[config.mk]
export PLATFORM = sky130hd
export DESIGN_NAME = selftest_top
export DESIGN_NICKNAME = d
export VERILOG_FILES = /design/src/hdl/selftest_pkg.sv /design/src/hdl/serial_if.sv /design/src/hdl/flash_read_if.sv /design/src/hdl/power_on_delay.sv /design/src/hdl/uart_tx.sv /design/src/hdl/uart_rx.sv /design/src/hdl/spi_flash_reader.sv /design/src/hdl/selftest_ctrl.sv /design/src/hdl/selftest_top.sv
export SDC_FILE = /design/constraint.sdc
export NUM_CORES = 1
export LEC_CHECK = 0
export ABC_AREA = 1
export BUFFER_PORTS_ARGS = -buffer_cell sky130_fd_sc_hd__buf_2
export CAP_MARGIN = 20
export CORE_ASPECT_RATIO = 1.75
export CORE_MARGIN = 5
export CORE_UTILIZATION = 35
export DETAILED_ROUTE_END_ITERATION = 8
export HOLD_SLACK_MARGIN = 0.06
export PLACE_DENSITY = 0.55
export SKIP_CTS_REPAIR_TIMING = 1
export SLEW_MARGIN = 20
export SYNTH_ARGS = -nofsm -noshare
export SYNTH_HDL_FRONTEND = slang
export SYNTH_SLANG_ARGS = --single-unit
[constraint.sdc]
create_clock -name clk -period 2.4 [get_ports clk]
set_input_delay 0.12 -clock clk [delete_from_list [all_inputs] [get_ports clk]]
set_output_delay 0.12 -clock clk [all_outputs]
set_load 0.02 [all_outputs]
[src/hdl/selftest_pkg.sv]
// Self-test widths, UART and flash timing constants, flash command, controller states
package selftest_pkg;

    typedef logic [7:0]  byte_t;        // UART, SPI and compare data
    typedef logic [23:0] flash_addr_t;  // SPI flash byte address

    // UART
    localparam int CLKS_PER_BIT = 8;
    localparam int HALF_BIT     = CLKS_PER_BIT / 2;  // Rx sample point
    localparam int BAUD_W       = $clog2(CLKS_PER_BIT);
    localparam int FRAME_BITS   = 10;                // Start, 8 data, stop

    // Start-up delay, overflow of a 6-bit counter
    localparam int STARTUP_CYCLES = 64;
    localparam int STARTUP_W      = $clog2(STARTUP_CYCLES);

    // Test run
    localparam int TEST_BYTES   = 8;
    localparam int BYTE_CNT_W   = $clog2(TEST_BYTES);
    localparam int ECHO_TIMEOUT = 4 * FRAME_BITS * CLKS_PER_BIT;  // Four frames
    localparam int ECHO_W       = $clog2(ECHO_TIMEOUT);

    // SPI flash
    localparam byte_t       FLASH_CMD_READ = 8'h03;  // Plain read, no dummy
    localparam flash_addr_t TEST_BASE_ADDR = 24'h000000;

    typedef enum logic [2:0] {
        IDLE,
        FETCH,
        SEND,
        WAIT_ECHO,
        DONE
    } ctrl_state_t;

endpackage

[src/hdl/serial_if.sv]
// Byte-level UART transmit and receive bundle with ctrl, tx and rx modports
`timescale 1ns/100ps

interface serial_if
    import selftest_pkg::*;
();
    byte_t tx_data;   // Byte to send
    logic  tx_start;  // One-cycle pulse
    logic  tx_busy;   // High for the whole frame
    byte_t rx_data;   // Last received byte
    logic  rx_valid;  // One-cycle pulse, mid stop bit

    modport ctrl (
        output tx_data, tx_start,
        input  tx_busy, rx_data, rx_valid
    );

    modport tx (input tx_data, tx_start, output tx_busy);

    modport rx (output rx_data, rx_valid);

endinterface

[src/hdl/flash_read_if.sv]
// Byte request link between the self-test controller and the SPI flash reader
`timescale 1ns/100ps

interface flash_read_if
    import selftest_pkg::*;
();
    logic  start;     // Pulse, opens a read transaction
    logic  stop;      // Pulse, closes it
    logic  byte_req;  // Pulse, next byte please
    byte_t rd_data;
    logic  rd_valid;  // One-cycle pulse
    logic  ready;     // Command and address sent

    modport ctrl (
        output start, stop, byte_req,
        input  rd_data, rd_valid, ready
    );

    modport reader (
        input  start, stop, byte_req,
        output rd_data, rd_valid, ready
    );

endinterface

[src/hdl/power_on_delay.sv]
// Power-on delay counter raising the run level after the start-up time
`timescale 1ns/100ps

module power_on_delay
    import selftest_pkg::*;
(
    input  logic clk,
    input  logic i_rst,
    output logic o_run
);

    logic [STARTUP_W-1:0] waiting;  // Start-up count

    // Flash needs time to wake before the first command
    always_ff @(posedge clk) begin
        if (i_rst) begin
            waiting <= '0;
            o_run   <= 1'b0;
        end else if (!o_run) begin
            {o_run, waiting} <= {1'b0, waiting} + 1'b1;  // Carry out sets run
        end
    end

endmodule

[src/hdl/uart_tx.sv]
// 8N1 UART transmitter
`timescale 1ns/100ps

module uart_tx
    import selftest_pkg::*;
(
    input  logic     clk,
    input  logic     i_rst,
    output logic     o_tx,
    serial_if.tx     ser
);

    logic [FRAME_BITS-1:0] frame;     // Stop, data, start; LSB on the line
    logic [BAUD_W-1:0]     baud_cnt;
    logic [3:0]            bit_cnt;   // Bit currently on the line
    logic                  busy;

    always_ff @(posedge clk) begin
        if (i_rst) begin
            frame    <= '1;  // Line idles high
            baud_cnt <= '0;
            bit_cnt  <= '0;
            busy     <= 1'b0;
        end else if (!busy) begin
            if (ser.tx_start) begin
                frame    <= {1'b1, ser.tx_data, 1'b0};
                baud_cnt <= '0;
                bit_cnt  <= '0;
                busy     <= 1'b1;
            end
        end else if (baud_cnt == BAUD_W'(CLKS_PER_BIT - 1)) begin
            baud_cnt <= '0;
            frame    <= {1'b1, frame[FRAME_BITS-1:1]};  // Refill with idle
            if (bit_cnt == 4'(FRAME_BITS - 1)) begin
                busy <= 1'b0;  // End of stop bit
            end else begin
                bit_cnt <= bit_cnt + 1'b1;
            end
        end else begin
            baud_cnt <= baud_cnt + 1'b1;
        end
    end

    assign o_tx        = frame[0];
    assign ser.tx_busy = busy;

    // Controller must hold off while a frame is on the line
    a_no_start_when_busy: assert property (
        @(posedge clk) disable iff (i_rst) ser.tx_start |-> !busy
    );

endmodule

[src/hdl/uart_rx.sv]
// 8N1 UART receiver with two-flop synchronizer and mid-bit sampling
`timescale 1ns/100ps

module uart_rx
    import selftest_pkg::*;
(
    input  logic     clk,
    input  logic     i_rst,
    input  logic     i_rx,
    serial_if.rx     ser
);

    logic [2:0]        sync;      // Two sync stages, then one for edge detect
    logic              line;      // Synchronized line
    logic              fall;      // Start edge
    logic              busy;
    logic [BAUD_W-1:0] baud_cnt;  // Down count to next sample
    logic [3:0]        bit_cnt;
    byte_t             shreg;
    logic              valid;

    assign line = sync[1];
    assign fall = sync[2] && !sync[1];

    always_ff @(posedge clk) begin
        if (i_rst) begin
            sync     <= '1;  // No false edge out of reset
            busy     <= 1'b0;
            baud_cnt <= '0;
            bit_cnt  <= '0;
            valid    <= 1'b0;
        end else begin
            sync  <= {sync[1:0], i_rx};
            valid <= 1'b0;
            if (!busy) begin
                if (fall) begin
                    busy     <= 1'b1;
                    baud_cnt <= BAUD_W'(HALF_BIT - 1);  // Middle of start bit
                    bit_cnt  <= '0;
                end
            end else if (baud_cnt != '0) begin
                baud_cnt <= baud_cnt - 1'b1;
            end else begin
                baud_cnt <= BAUD_W'(CLKS_PER_BIT - 1);
                bit_cnt  <= bit_cnt + 1'b1;
                if (bit_cnt == 4'd0) begin
                    if (line) begin
                        busy <= 1'b0;  // Glitch, not a start bit
                    end
                end else if (bit_cnt == 4'(FRAME_BITS - 1)) begin
                    busy  <= 1'b0;
                    valid <= line;  // Bad stop bit drops the frame
                end else begin
                    shreg <= {line, shreg[7:1]};  // LSB first
                end
            end
        end
    end

    assign ser.rx_data  = shreg;
    assign ser.rx_valid = valid;

endmodule

[src/hdl/spi_flash_reader.sv]
// SPI mode-0 flash reader sending the read command, then one byte per request
`timescale 1ns/100ps

module spi_flash_reader
    import selftest_pkg::*;
(
    input  logic          clk,
    input  logic          i_rst,
    output logic          o_cs,
    output logic          o_sclk,
    output logic          o_copi,
    input  logic          i_cipo,
    flash_read_if.reader  fr
);

    typedef enum logic [1:0] {
        RD_IDLE,
        RD_CMD,    // Command and address out
        RD_READY,  // Waiting for a byte request
        RD_BYTE    // Clocking in one byte
    } rd_state_t;

    rd_state_t   state;
    logic [31:0] cmd_sr;   // Command then address, MSB first
    byte_t       rx_sr;
    logic [4:0]  bit_cnt;  // Falling edges so far
    logic        valid;

    always_ff @(posedge clk) begin
        if (i_rst) begin
            state   <= RD_IDLE;
            o_cs    <= 1'b1;
            o_sclk  <= 1'b0;
            cmd_sr  <= '0;  // copi idles low
            bit_cnt <= '0;
            valid   <= 1'b0;
        end else begin
            valid <= 1'b0;
            if (fr.stop) begin
                state  <= RD_IDLE;
                o_cs   <= 1'b1;
                o_sclk <= 1'b0;
                cmd_sr <= '0;
            end else begin
                case (state)
                    RD_IDLE: begin
                        if (fr.start) begin
                            o_cs    <= 1'b0;
                            cmd_sr  <= {FLASH_CMD_READ, TEST_BASE_ADDR};
                            bit_cnt <= '0;
                            state   <= RD_CMD;
                        end
                    end
                    RD_CMD: begin
                        o_sclk <= !o_sclk;  // clk/2
                        if (o_sclk) begin   // Falling edge, next bit on copi
                            cmd_sr  <= {cmd_sr[30:0], 1'b0};
                            bit_cnt <= bit_cnt + 1'b1;
                            if (bit_cnt == 5'd31) begin
                                state <= RD_READY;
                            end
                        end
                    end
                    RD_READY: begin
                        if (fr.byte_req) begin
                            bit_cnt <= '0;
                            state   <= RD_BYTE;
                        end
                    end
                    RD_BYTE: begin
                        o_sclk <= !o_sclk;
                        if (!o_sclk) begin
                            rx_sr <= {rx_sr[6:0], i_cipo};  // Sample on rising edge
                        end else begin
                            bit_cnt <= bit_cnt + 1'b1;
                            if (bit_cnt == 5'd7) begin
                                valid <= 1'b1;  // 16 clk after request
                                state <= RD_READY;
                            end
                        end
                    end
                    default: state <= RD_IDLE;
                endcase
            end
        end
    end

    assign o_copi      = cmd_sr[31];
    assign fr.rd_data  = rx_sr;
    assign fr.rd_valid = valid;
    assign fr.ready    = (state == RD_READY) || (state == RD_BYTE);

    // Flash sees no clock edges while deselected
    a_sclk_only_selected: assert property (
        @(posedge clk) disable iff (i_rst) $changed(o_sclk) |-> !o_cs
    );

endmodule

[src/hdl/selftest_ctrl.sv]
// Self-test sequencer moving flash bytes to the UART, checking echoes, driving the LEDs
`timescale 1ns/100ps

module selftest_ctrl
    import selftest_pkg::*;
(
    input  logic        clk,
    input  logic        i_rst,
    input  logic        i_run,
    serial_if.ctrl      ser,
    flash_read_if.ctrl  fr,
    output logic        o_led_r,
    output logic        o_led_g,
    output logic        o_led_b
);

    ctrl_state_t           state;
    byte_t                 tx_byte;   // Byte in flight, compared with the echo
    logic [BYTE_CNT_W-1:0] byte_cnt;
    logic [ECHO_W-1:0]     timer;     // Echo wait
    logic                  passed;    // Cleared on any bad or missing echo
    logic                  req_sent;  // Byte outstanding at the reader
    logic                  tx_start;
    logic                  byte_req;
    logic                  rd_start;
    logic                  rd_stop;
    logic                  running;   // Set for the whole run, as a CPU would report it
    logic                  done;      // Result ready

    always_ff @(posedge clk) begin
        if (i_rst) begin
            state    <= IDLE;
            byte_cnt <= '0;
            timer    <= '0;
            passed   <= 1'b0;
            req_sent <= 1'b0;
            tx_start <= 1'b0;
            byte_req <= 1'b0;
            rd_start <= 1'b0;
            rd_stop  <= 1'b0;
            running  <= 1'b0;
            done     <= 1'b0;
        end else begin
            tx_start <= 1'b0;  // Pulses
            byte_req <= 1'b0;
            rd_start <= 1'b0;
            rd_stop  <= 1'b0;
            case (state)
                IDLE: begin
                    if (i_run) begin
                        rd_start <= 1'b1;  // Open the flash read
                        passed   <= 1'b1;
                        running  <= 1'b1;
                        byte_cnt <= '0;
                        req_sent <= 1'b0;
                        state    <= FETCH;
                    end
                end
                FETCH: begin
                    if (fr.rd_valid) begin
                        tx_byte  <= fr.rd_data;
                        req_sent <= 1'b0;
                        state    <= SEND;
                    end else if (fr.ready && !req_sent) begin
                        byte_req <= 1'b1;
                        req_sent <= 1'b1;
                    end
                end
                SEND: begin
                    if (!ser.tx_busy) begin  // Only back-pressure point
                        tx_start <= 1'b1;
                        timer    <= '0;
                        state    <= WAIT_ECHO;
                    end
                end
                WAIT_ECHO: begin
                    timer <= timer + 1'b1;
                    if (ser.rx_valid || timer == ECHO_W'(ECHO_TIMEOUT - 1)) begin
                        if (!ser.rx_valid || ser.rx_data != tx_byte) begin
                            passed <= 1'b0;  // Timeout or mismatch
                        end
                        if (byte_cnt == BYTE_CNT_W'(TEST_BYTES - 1)) begin
                            rd_stop <= 1'b1;  // Release the flash
                            running <= 1'b0;
                            done    <= 1'b1;
                            state   <= DONE;
                        end else begin
                            byte_cnt <= byte_cnt + 1'b1;
                            state    <= FETCH;
                        end
                    end
                end
                DONE: state <= DONE;  // Held until reset
                default: state <= IDLE;
            endcase
        end
    end

    assign ser.tx_data  = tx_byte;
    assign ser.tx_start = tx_start;
    assign fr.start     = rd_start;
    assign fr.stop      = rd_stop;
    assign fr.byte_req  = byte_req;

    // Running and status flags straight onto the LED
    assign o_led_b = running;
    assign o_led_g = done && passed;
    assign o_led_r = done && !passed;

    // One colour at a time on the RGB LED
    a_one_led: assert property (
        @(posedge clk) disable iff (i_rst) $onehot0({o_led_r, o_led_g, o_led_b})
    );

endmodule

[src/hdl/selftest_top.sv]
// Board self-test top level with start-up delay, UART, SPI flash reader and controller
`timescale 1ns/100ps

module selftest_top (
    input  logic clk,
    input  logic i_rst,
    input  logic i_rx,     // UART receive, looped back externally
    input  logic i_cipo,   // Flash data out
    output logic o_tx,     // UART transmit
    output logic o_cs,     // Flash chip select, active low
    output logic o_copi,   // Flash data in
    output logic o_sclk,
    output logic o_led_r,  // Fail
    output logic o_led_g,  // Pass
    output logic o_led_b   // Running
);

    logic run;  // Start-up delay over

    serial_if     ser ();
    flash_read_if fr ();

    power_on_delay u_delay (.clk(clk), .i_rst(i_rst), .o_run(run));

    uart_tx u_tx (.clk(clk), .i_rst(i_rst), .o_tx(o_tx), .ser(ser.tx));

    uart_rx u_rx (.clk(clk), .i_rst(i_rst), .i_rx(i_rx), .ser(ser.rx));

    spi_flash_reader u_flash (
        .clk    (clk),
        .i_rst  (i_rst),
        .o_cs   (o_cs),
        .o_sclk (o_sclk),
        .o_copi (o_copi),
        .i_cipo (i_cipo),
        .fr     (fr.reader)
    );

    selftest_ctrl u_ctrl (
        .clk     (clk),
        .i_rst   (i_rst),
        .i_run   (run),
        .ser     (ser.ctrl),
        .fr      (fr.ctrl),
        .o_led_r (o_led_r),
        .o_led_g (o_led_g),
        .o_led_b (o_led_b)
    );

endmodule

==> qor.log, run 1 <==
INFO  logic_synthesis ys_seq_area_frac=0.518
INFO  logic_synthesis syn_inst=529
INFO  critical_path  critPathKind=flop to flop
INFO  detailed_routing detail-route-antenna-nets=0
INFO  clock_network  root_buffer=sky130_fd_sc_hd__clkbuf_16
INFO  cells_and_area design.final.nets=564
INFO  die            die-width=94.4um
INFO  timing         rsz_0062_raised_after_global_routing=false
INFO  hold_path      worstHoldPathCells=2
INFO  detailed_routing wire_per_inst=12.1um
INFO  clock_network  worstSkewPairLatency=0.34ns
INFO  clock_network  cts_max_level=3
INFO  die            die_h=158um
INFO  logic_synthesis synth-seq-cells=101
INFO  hold_path      worst_min_delay_path_class=primary input to flop
INFO  place          place_congestion=0.776
INFO  die            placementRows=54
INFO  clock_network  tritoncts_num_sinks=101
INFO  die            design.core.area=0.0124mm^2
INFO  logic_synthesis yosysWarningCount=0
INFO  critical_path  setup.worst_path.end=u_ctrl.state[0]
INFO  grt            grt_pass1_vias=3163
INFO  logic_synthesis post-synth-top-area-fraction=0.353
INFO  job            max-cap-violations=0
INFO  timing         timing.final.crit_share=0.729
INFO  detailed_routing dr_vias_cell=4.65
INFO  timing         finalClockSkew=0.00496ns
INFO  logic_synthesis synth.top_cells.by_area=sky130_fd_sc_hd__dfxtp_1, sky130_fd_sc_hd__edfxtp_1, sky130_fd_sc_hd__nand2_1, sky130_fd_sc_hd__nor2_1, sky130_fd_sc_hd__inv_1
INFO  die            start_util=0.353
INFO  logic_synthesis netlist_area=0.00436mm^2
INFO  grt            grt_max_degree=33
INFO  timing         slew_headroom=0.562
INFO  clock_network  numCtsBuffers=9
INFO  detailed_routing totalWireLength=8660um
INFO  grt            antenna_found_initial=0
INFO  critical_path  critical_path_maximum_fanout=17
INFO  place          dp_hpwl=6330um
INFO  timing         hold_ws=0.132ns
INFO  hold_path      hold_path.startpoint=i_rst
INFO  clock_network  cts.reportedPaths.clkPinSlew=0.07ns
INFO  cells_and_area area_added_between_synthesis_and_finish=12.6%
INFO  logic_synthesis syn-num-nets=548
INFO  critical_path  critical_path.endpoint_type=flop
INFO  timing         totalNegativeSetupSlack=0ns
INFO  logic_synthesis average_size_of_a_mapped_cell=8.25um^2
INFO  cells_and_area final_util=0.397
INFO  critical_path  timing.critical_path.required=2.69ns
INFO  clock_network  clk_path_buf_depth=2
INFO  timing         setup_viol=0
INFO  timing         timing.final.hold_violations=0
INFO  grt            global_route.usage.total=0.126
INFO  detailed_routing routed-via-count=3338
INFO  grt            wire_length_of_the_first_global_routing_pass=14700um
INFO  logic_synthesis synth_enable_flop_cells=24
INFO  logic_synthesis yosys_cell_types=39
INFO  critical_path  reg2reg_from=u_tx.ser.tx_busy
INFO  logic_synthesis ys_dominant_reg_cell=sky130_fd_sc_hd__dfxtp_1
INFO  logic_synthesis yosys.cell_count.top_type=sky130_fd_sc_hd__nand2_1
INFO  critical_path  worst_ep_arrival_time=2.04ns
INFO  clock_network  tritoncts_clock_tree=built
INFO  logic_synthesis async_flop_share=0
INFO  outcome        status=completed
INFO  logic_synthesis netlist_top_cells_count=sky130_fd_sc_hd__nand2_1, sky130_fd_sc_hd__dfxtp_1, sky130_fd_sc_hd__nor2_1
INFO  detailed_routing drt_pass1_iterations=4
INFO  critical_path  timing.reg2reg.worst_path_depth=6
INFO  power_and_ir_drop power.leakage=1.99nW
INFO  critical_path  ff2ff_setup_slack=0.65ns
INFO  grt            grt_remaining_overflow=0
INFO  place          port_buffers=10
INFO  critical_path  worstSetupStartpoint=u_tx.ser.tx_busy
INFO  timing         tightest_slew=0.657ns
INFO  cells_and_area drive_gt1_frac=0.107
INFO  timing         final_max_slew_viol_count=0
INFO  die            top_level_ports=11
INFO  power_and_ir_drop vdd_ir_drop_max=0.000296V
INFO  die            die-area=0.0149mm^2
INFO  logic_synthesis synth_largest_area_cell=sky130_fd_sc_hd__dfxtp_1
INFO  detailed_routing drt_drc_violations_left=0
INFO  timing         achievable_clock_frequency=571MHz
INFO  critical_path  kind_of_start_point_of_the_critical_path=flop
INFO  critical_path  critical_path.reg2reg.endpoint=u_ctrl.state[0]
INFO  power_and_ir_drop power.density_cell_area=703mW/mm^2
INFO  cells_and_area n_antenna_cell=0
INFO  detailed_routing detailedRoute.firstIterationViolations=145
INFO  timing         layout_min_cycle_time=1.75ns
-- power by group --
group	switching [mW]	leakage [nW]	internal, mW
combinational	0.143	1.01	0.0741
sequential	0.0398	0.839	1.78
clock	0.694	0.143	0.730
total	0.877	1.99	2.58
-- state kept, by name, indices dropped and copies added (netlist names), 2 cells and up --
| signal | count |
|---|---|
| u_rx.bit_cnt | 4 |
| u_ctrl.ser.tx_data | 8 |
| u_ctrl.byte_cnt | 3 |
| u_rx.sync | 3 |
| u_flash.state | 2 |
| u_rx.baud_cnt | 3 |
| u_flash.cmd_sr | 8 |
| u_tx.frame | 9 |
| u_flash.bit_cnt | 5 |
| u_ctrl.state | 3 |
| u_tx.baud_cnt | 3 |
| u_tx.bit_cnt | 4 |
| u_flash.fr.rd_data | 8 |
| u_delay.waiting | 6 |
| u_rx.ser.rx_data | 8 |
| u_ctrl.timer | 9 |
-- per-layer routing --
| layer | track usage | wire [um] |
|---|---|---|
| met5 | 0 | 0 |
| met4 | 0.0510 | 114 |
| met3 | 0.0247 | 162 |
| met2 | 0.228 | 4640 |
| met1 | 0.141 | 3740 |
-- worst min-delay path by stage --
stage | end | slack (ns)
after CTS | u_flash.fr.rd_data[0] | -0.07
after floorplan | u_flash.fr.rd_data[0] | 0.22
final | u_tx.bit_cnt[1] | 0.13
after global routing | u_tx.bit_cnt[1] | 0.16
after global placement | u_flash.fr.rd_data[0] | 0.30
after detailed placement | u_flash.fr.rd_data[0] | 0.30
-- metrics by stage --
step	instance area (um^2)	std cells	total power, mW	setup slack [ns]
CTS	4890	716	3.50	0.690
global placement	4600	700	2.06	0.739
global route	4910	718	3.61	0.466
finish	4910	718	3.46	0.649
floorplan	4360	529	2.01	0.619
detailed placement	4600	700	2.07	0.699
-- worst max-delay path, stage by stage (launching register included) --
cell and delay, ns:
sky130_fd_sc_hd__dfxtp_1 0.74, sky130_fd_sc_hd__inv_1 0.33, sky130_fd_sc_hd__o21ai_0 0.32, sky130_fd_sc_hd__nor2_1 0.07, sky130_fd_sc_hd__nand2_1 0.10, sky130_fd_sc_hd__o21ai_0 0.08, sky130_fd_sc_hd__inv_1 0.06
-- placed cells by master, fill, tap and decap left out, drive strengths merged, types with 4 or more instances in the layout --
cell / count
ha: 15
inv: 72
nor3: 16
a21oi: 36
o21ai: 31
xnor2: 4
clkbuf: 9
nor2: 76
dfxtp: 77
or2: 8
nand3: 33
edfxtp: 24
o211ai: 8
buf: 14
xor2: 4
nand4: 4
nand2: 102
-- cell families (layout without fill, tap and decap cells) --
kind of cell / count (synthesis) / count (layout) / share of synthesized area
AO/OA/AOI/OAI: 83 / 83 / 0.109
XOR/XNOR: 8 / 8 / 0.0161
adder cells (fa/ha/maj): 15 / 15 / 0.0430
buffers and inverters: 79 / 100 / 0.0702
flip-flops: 101 / 101 / 0.518
AND/OR/NAND/NOR: 243 / 243 / 0.243
-- cell type report --
type                            instances  area [um^2]
Multi-Input combinational cell        349         1800
Clock inverter                          7         63.8
Fill cell                            1259         7450
Timing Repair Buffer                   16          100
Tap cell                              168          210
Sequential cell                       101         2260
Clock buffer                            9          225
Inverter                               68          256
No activity file was read; power rests on OpenSTA's default activity.
==> run 2: changes to the inputs <==
clock period = 1.65 ns   (was 2.4 ns; I/O delays follow)
==> qor.log, run 2 (same netlist as run 1, synthesis figures left out) <==
INFO  die            placementRows=54 [unchanged]
INFO  timing         setup_viol=0 [unchanged]
INFO  grt            grt_util_met2=0.239 [+0.0105]
INFO  detailed_routing detail-route-antenna-nets=0 [unchanged]
INFO  grt            grt_remaining_overflow=0 [unchanged]
INFO  critical_path  number_of_buffers_and_inverters_on_the_critical_path=3 [+1]
INFO  grt            grt_pass1_vias=3325 [+5.1%]
INFO  outcome        status=completed
INFO  cells_and_area layout_commonest_cell=sky130_fd_sc_hd__nand2_1
INFO  die            die-area=0.0149mm^2 [unchanged]
INFO  timing         hold_ws=0.410ns [+0.278 ns]
INFO  timing         totalNegativeSetupSlack=0ns [unchanged]
INFO  cells_and_area n_antenna_cell=0 [unchanged]
INFO  clock_network  cts_max_level=3 [unchanged]
INFO  power_and_ir_drop vdd_ir_drop_max=0.000513V [+73%]
INFO  timing         tightest_slew=0.372ns [-0.285 ns]
INFO  detailed_routing routed-via-count=3444 [+3.2%]
INFO  critical_path  crit_path_frequent_cell=sky130_fd_sc_hd__inv_1
INFO  clock_network  clk_path_buf_depth=2 [unchanged]
INFO  timing         timing.final.hold_violations=0 [unchanged]
INFO  place          dp_hpwl=6380um [+0.84%]
INFO  critical_path  critPathKind=flop to flop
INFO  timing         finalClockSkew=0.00652ns [+0.00156 ns]
INFO  die            design.core.area=0.0124mm^2 [unchanged]
INFO  cells_and_area drive_gt1_frac=0.132 [+0.0246]
INFO  job            max-cap-violations=0 [unchanged]
INFO  grt            met3_global_route_usage=0.0285 [+0.00380]
INFO  hold_path      worst_min_delay_path_class=flop to flop
INFO  detailed_routing detailedRoute.firstIterationViolations=141 [-2.8%]
INFO  die            die_h=158um [unchanged]
INFO  cells_and_area commonest_non_fill_non_tap_cells_in_the_layout=sky130_fd_sc_hd__nand2_1, sky130_fd_sc_hd__dfxtp_1, sky130_fd_sc_hd__nor2_1
INFO  timing         timing.final.crit_share=0.920 [+0.191]
INFO  die            die-width=94.4um [unchanged]
INFO  clock_network  worstSkewPairLatency=0.35ns [about the same]
INFO  power_and_ir_drop power.leakage=2.05nW [+3.0%]
INFO  detailed_routing totalWireLength=8630um [-0.35%]
INFO  critical_path  critical_path.endpoint_type=flop
INFO  clock_network  cts.reportedPaths.clkPinSlew=0.07ns [about the same]
INFO  critical_path  worst_ep_arrival_time=1.58ns [-0.46 ns]
INFO  detailed_routing dr_vias_cell=4.72 [+1.6%]
INFO  timing         slew_headroom=0.752 [+0.190]
INFO  critical_path  cp_slowest_stage_delay=0.31ns [-0.43 ns]
INFO  die            start_util=0.353 [unchanged]
INFO  grt            global_route.usage.total=0.126 [+0.000950]
INFO  grt            wire_length_of_the_first_global_routing_pass=14800um [+0.75%]
INFO  grt            antenna_found_initial=0 [unchanged]
INFO  cells_and_area finish.instance_area=0.00503mm^2 [+2.3%]
INFO  critical_path  crit_chain=inv_1 > ha_1 > inv_1 > nor2_1 > nand2_1 > nor3_2 > buf_4
INFO  place          place_congestion=0.771 [-0.71%]
INFO  grt            globalRoute.busiestLayer=met2
INFO  critical_path  critical_path.top_delay_family=simple AND/OR/NAND/NOR gates
INFO  cells_and_area design.final.nets=575 [+2.0%]
INFO  detailed_routing drt_drc_violations_left=0 [unchanged]
INFO  clock_network  numCtsBuffers=9 [unchanged]
INFO  critical_path  kind_of_start_point_of_the_critical_path=flop
INFO  power_and_ir_drop report.power.total=5.10mW [+47%]
INFO  timing         final_max_slew_viol_count=0 [unchanged]
INFO  critical_path  timing.critical_path.required=1.71ns [-0.98 ns]
INFO  cells_and_area area_added_between_synthesis_and_finish=15.2%
INFO  grt            grt_max_degree=22 [-33%]
INFO  critical_path  crit_path_top_delay_cell=sky130_fd_sc_hd__dfxtp_1
INFO  detailed_routing wire_per_inst=11.8um [-1.9%]
INFO  cells_and_area top_regs=u_ctrl.timer: 9 flops, u_tx.frame: 9 flops
INFO  die            top_level_ports=11 [unchanged]
INFO  clock_network  tritoncts_num_sinks=101 [unchanged]
INFO  grt            grt.met1_usage=0.131 [-0.0100]
INFO  clock_network  tritoncts_clock_tree=built
INFO  timing         achievable_clock_frequency=658MHz [+15%]
INFO  place          port_buffers=10 [unchanged]
INFO  critical_path  critical_path_maximum_fanout=8 [-9]
INFO  detailed_routing drt_pass1_iterations=4 [unchanged]
INFO  timing         layout_min_cycle_time=1.52ns [-0.232 ns]
INFO  place          place_area=0.00467mm^2 [+1.5%]
INFO  clock_network  root_buffer=sky130_fd_sc_hd__clkbuf_16
INFO  power_and_ir_drop power.density_cell_area=1010mW/mm^2 [+44%]
[run 2: path summary, 6_finish.rpt]
kind                         start                  end  depth (start not counted)  slack, ns
hold reg to reg       u_rx.sync[0]         u_rx.sync[1]                          1       0.41
setup reg to reg  u_rx.baud_cnt[0]  u_rx.ser.rx_data[3]                          7       0.13
hold / removal        u_rx.sync[0]         u_rx.sync[1]                          1       0.41
setup / recovery  u_rx.baud_cnt[0]  u_rx.ser.rx_data[3]                          7       0.13
[run 2: routing by layer]
metal / vias up / routed length [um] / part of all wire
met1: 1622 / 3460 / 0.40
met3: 12 / 215 / 0.025
met4: 0 / 136 / 0.016
met2: 31 / 4810 / 0.56
li1: 1779 / - / -
met5: - / 0 / 0
[run 2: final cells by class]
| class | instances | area, um^2 |
|---|---|---|
| Fill cell | 1270 | 7340 |
| Inverter | 68 | 256 |
| Clock buffer | 9 | 225 |
| Sequential cell | 101 | 2260 |
| Timing Repair Buffer | 27 | 185 |
| Tap cell | 168 | 210 |
| Multi-Input combinational cell | 349 | 1810 |
| Clock inverter | 7 | 76.3 |
[run 2: power by group]
| group | leakage (nW) | internal [mW] | total [mW] | switching, mW |
|---|---|---|---|---|
| sequential | 0.839 | 2.58 | 2.63 | 0.0478 |
| combinational | 1.06 | 0.128 | 0.349 | 0.222 |
| clock | 0.150 | 1.08 | 2.12 | 1.03 |
[run 2: metrics by stage]
stage | instances | worst slack (ns) | utilization
2_1_floorplan | 529 | 0.105 | -
5_1_grt | 729 | -0.00405 | 0.407
4_1_cts | 724 | 0.0299 | 0.402
3_3_place_gp | 708 | 0.159 | 0.378
3_5_place_dp | 708 | 0.0561 | 0.378
6_report | 729 | 0.131 | 0.407
[run 2: worst register-to-register path, stage by stage, from the launching register on]
cell	delay (ns)
sky130_fd_sc_hd__dfxtp_1	0.31
sky130_fd_sc_hd__inv_1	0.09
sky130_fd_sc_hd__ha_1	0.17
sky130_fd_sc_hd__inv_1	0.04
sky130_fd_sc_hd__nor2_1	0.12
sky130_fd_sc_hd__nand2_1	0.14
sky130_fd_sc_hd__nor3_2	0.17
sky130_fd_sc_hd__buf_4	0.19
==> run 3: changes to the inputs <==
ABC_AREA = 0   (was 1)
==> qor.log, run 3 <==
INFO  logic_synthesis syn-num-nets=459 [-16%]
INFO  timing         final_max_slew_viol_count=0 [unchanged]
INFO  cells_and_area top_regs=u_ctrl.timer: 9 flops, u_tx.frame: 9 flops
INFO  timing         slew_headroom=0.758 [+0.00617]
INFO  power_and_ir_drop power.density_cell_area=952mW/mm^2 [-6.1%]
INFO  detailed_routing routed-via-count=3137 [-8.9%]
INFO  critical_path  crit_path_top_delay_cell=sky130_fd_sc_hd__dfxtp_1
INFO  logic_synthesis post-synth-top-area-fraction=0.347 [-0.00597]
INFO  clock_network  worstSkewPairLatency=0.34ns [about the same]
INFO  power_and_ir_drop intPower=3.91mW [+3.1%]
INFO  grt            antenna_found_initial=0 [unchanged]
INFO  place          dp_hpwl=6110um [-4.4%]
INFO  critical_path  critical_path.endpoint_type=flop
INFO  critical_path  cp_slowest_stage_delay=0.33ns [+0.02 ns]
INFO  power_and_ir_drop p_seq_frac=0.523 [+0.007]
INFO  outcome        status=completed
INFO  clock_network  tritoncts_num_sinks=101 [unchanged]
INFO  cells_and_area design.final.nets=482 [-16%]
INFO  cells_and_area fin_cells=636 [-13%]
INFO  grt            global_route.usage.total=0.123 [-0.00351]
INFO  power_and_ir_drop power_switching=0.980mW [-25%]
INFO  logic_synthesis synth.top_cells.by_area=sky130_fd_sc_hd__dfxtp_1, sky130_fd_sc_hd__edfxtp_1, sky130_fd_sc_hd__nor2_1, sky130_fd_sc_hd__ha_1, sky130_fd_sc_hd__mux2i_1
INFO  logic_synthesis yosysWarningCount=0 [unchanged]
INFO  critical_path  number_of_buffers_and_inverters_on_the_critical_path=0 [-3]
INFO  logic_synthesis synth_largest_area_cell=sky130_fd_sc_hd__dfxtp_1
INFO  detailed_routing detailedRoute.firstIterationViolations=141 [unchanged]
INFO  cells_and_area n_antenna_cell=0 [unchanged]
INFO  timing         setup_viol=0 [unchanged]
INFO  die            start_util=0.357 [+0.00412]
INFO  detailed_routing detail-route-antenna-nets=0 [unchanged]
INFO  clock_network  tritoncts_clock_tree=built
INFO  cells_and_area commonest_non_fill_non_tap_cells_in_the_layout=sky130_fd_sc_hd__dfxtp_1, sky130_fd_sc_hd__nor2_1, sky130_fd_sc_hd__nand2_1
INFO  die            die-area=0.0151mm^2 [+1.6%]
INFO  hold_path      worst_min_delay_path_class=primary input to flop
INFO  timing         totalNegativeSetupSlack=0ns [unchanged]
INFO  grt            grt_pass1_vias=3206 [-3.6%]
INFO  power_and_ir_drop netSwitchingFraction=0.200 [-0.0551]
INFO  critical_path  critical_path.top_delay_family=compound AO/OA/AOI/OAI gates
INFO  critical_path  crit_chain=ha_1 > and4_4 > a31o_4 > and3_1 > a2111oi_2
INFO  timing         rsz_0062_raised_after_global_routing=false
INFO  detailed_routing drt_pass1_iterations=4 [unchanged]
INFO  power_and_ir_drop comb_pwr_share=0.025 [-0.044]
INFO  critical_path  kind_of_start_point_of_the_critical_path=flop
INFO  logic_synthesis yosys.cell_count.top_type=sky130_fd_sc_hd__dfxtp_1
INFO  detailed_routing totalWireLength=8390um [-2.7%]
INFO  logic_synthesis netlist_area=0.00444mm^2 [+1.7%]
INFO  logic_synthesis ys_seq_area_frac=0.510 [-0.00877]
INFO  detailed_routing dr_vias_cell=4.93 [+4.4%]
INFO  logic_synthesis syn_inst=440 [-17%]
INFO  logic_synthesis average_size_of_a_mapped_cell=10.1um^2 [+22%]
INFO  critical_path  timing.critical_path.required=1.88ns [+0.17 ns]
INFO  clock_network  numCtsBuffers=9 [unchanged]
INFO  timing         achievable_clock_frequency=630MHz [-4.4%]
INFO  clock_network  clk_path_buf_depth=2 [unchanged]
INFO  cells_and_area area_added_between_synthesis_and_finish=15.7%
INFO  place          port_buffers=10 [unchanged]
INFO  power_and_ir_drop vdd_ir_drop_max=0.000600V [+17%]
INFO  place          place_area=0.00478mm^2 [+2.2%]
INFO  place          post-place-cells=618 [-13%]
INFO  logic_synthesis synth_enable_flop_cells=24 [unchanged]
INFO  detailed_routing drt_drc_violations_left=0 [unchanged]
INFO  power_and_ir_drop power.leakage=1.91nW [-6.8%]
INFO  grt            grt_remaining_overflow=0 [unchanged]
INFO  logic_synthesis netlist_top_cells_count=sky130_fd_sc_hd__dfxtp_1, sky130_fd_sc_hd__nor2_1, sky130_fd_sc_hd__nand2_1
INFO  die            die_h=159um [+0.80%]
INFO  cells_and_area drive_gt1_frac=0.167 [+0.0348]
INFO  logic_synthesis ys_dominant_reg_cell=sky130_fd_sc_hd__dfxtp_1
INFO  die            placementRows=54 [unchanged]
INFO  logic_synthesis yosys_cell_types=56 [+44%]
INFO  timing         tightest_slew=0.360ns [-0.0122 ns]
INFO  grt            wire_length_of_the_first_global_routing_pass=14900um [+0.60%]
INFO  job            max-cap-violations=0 [unchanged]
INFO  logic_synthesis synth-seq-cells=101 [unchanged]
INFO  cells_and_area finish.instance_area=0.00513mm^2 [+2.1%]
INFO  power_and_ir_drop report.power.total=4.89mW [-4.1%]
INFO  clock_network  root_buffer=sky130_fd_sc_hd__clkbuf_16
INFO  timing         finalClockSkew=0.00976ns [+0.00324 ns]
INFO  place          place_congestion=0.768 [-0.39%]
INFO  clock_network  cts_max_level=3 [unchanged]
INFO  timing         timing.final.hold_violations=0 [unchanged]
INFO  die            die-width=95.1um [+0.77%]
INFO  die            design.core.area=0.0124mm^2 [+0.55%]
INFO  die            top_level_ports=11 [unchanged]
INFO  cells_and_area layout_commonest_cell=sky130_fd_sc_hd__dfxtp_1
INFO  power_and_ir_drop p_clk_frac=0.452 [+0.036]
INFO  critical_path  worst_ep_arrival_time=1.82ns [+0.24 ns]
INFO  timing         layout_min_cycle_time=1.59ns [+0.0693 ns]
INFO  detailed_routing wire_per_inst=13.2um [+12%]
INFO  clock_network  cts.reportedPaths.clkPinSlew=0.07ns [about the same]
INFO  grt            grt_max_degree=30 [+36%]
INFO  cells_and_area fillerInstances=1239 [-2.4%]
INFO  critical_path  critical_path_maximum_fanout=4 [-4]
INFO  timing         timing.final.crit_share=0.962 [+0.0420]
INFO  logic_synthesis async_flop_share=0 [unchanged]
INFO  critical_path  critPathKind=flop to flop
==> run 3: cell count changes in the layout (fill, tap and decap cells not counted), moves of 18 or more <==
cell	delta
sky130_fd_sc_hd__nand2b_1	+18
sky130_fd_sc_hd__nand3_1	-23
sky130_fd_sc_hd__inv_1	-51
sky130_fd_sc_hd__nand2_1	-69
sky130_fd_sc_hd__nor2_1	-20
==> run 3: cell families (layout without fill, tap and decap cells) <==
family,after synthesis,in the layout,share of synthesized area
buffers and inverters,34,62,0.0347
xor gates and xnor gates,18,18,0.0355
AOI/OAI and AO/OA,71,71,0.109
adders and majority gates,15,15,0.0423
muxes,20,20,0.0462
and+or+nand+nor,181,181,0.223
DFF,101,101,0.510
==> run 3: cell type report <==
type                    instances  area [um^2]  area share
flip-flops and latches        101         2260       0.441
multi-input cells             305         2060       0.402
repair buffers                 35          243      0.0473
clock buffers                   9          225      0.0439
well taps                     168          210      0.0409
clock inverters                 7         90.1      0.0175
inverters                      11         41.3     0.00804
==> run 3: power groups by stage <==
stage / clock network [mW] / registers, mW / logic, mW
6_report: 2.21 / 2.56 / 0.121
3_3_place_gp: 0 / 2.61 / 0.116
5_1_grt: 2.40 / 2.56 / 0.141
4_1_cts: 2.30 / 2.56 / 0.120
2_1_floorplan: 0 / 2.61 / 0.0946
3_5_place_dp: 0 / 2.61 / 0.120
==> run 3: through the flow <==
stage / util / hold WS, ns / worst slack, ns
after floorplan: - / 0.181 / 0.0165
after global placement: 0.384 / 0.265 / 0.0619
after detailed placement: 0.384 / 0.275 / -0.00407
after CTS: 0.410 / -0.0880 / -0.0185
after global routing: 0.413 / 0.142 / 0.00183
final: 0.413 / 0.129 / 0.0620
==> run 3: path summary, 6_finish.rpt <==
| kind | to | slack (ns) | cells past startpoint | from |
|---|---|---|---|---|
| setup reg to reg | u_ctrl.state[1] | 0.06 | 5 | u_ctrl.timer[1] |
| hold / removal | u_rx.bit_cnt[0] | 0.13 | 2 | i_rst |
| hold reg to reg | u_ctrl.ser.tx_data[7] | 0.42 | 0 | u_flash.fr.rd_data[7] |
| setup / recovery | u_ctrl.state[1] | 0.06 | 5 | u_ctrl.timer[1] |
==> run 3: metal layers <==
layer / up-vias / track usage / part of all wire
li1: 1597 / - / -
met1: 1503 / 0.141 / 0.43
met2: 26 / 0.211 / 0.53
met3: 11 / 0.0279 / 0.022
met4: 0 / 0.0572 / 0.020
met5: - / 0 / 0
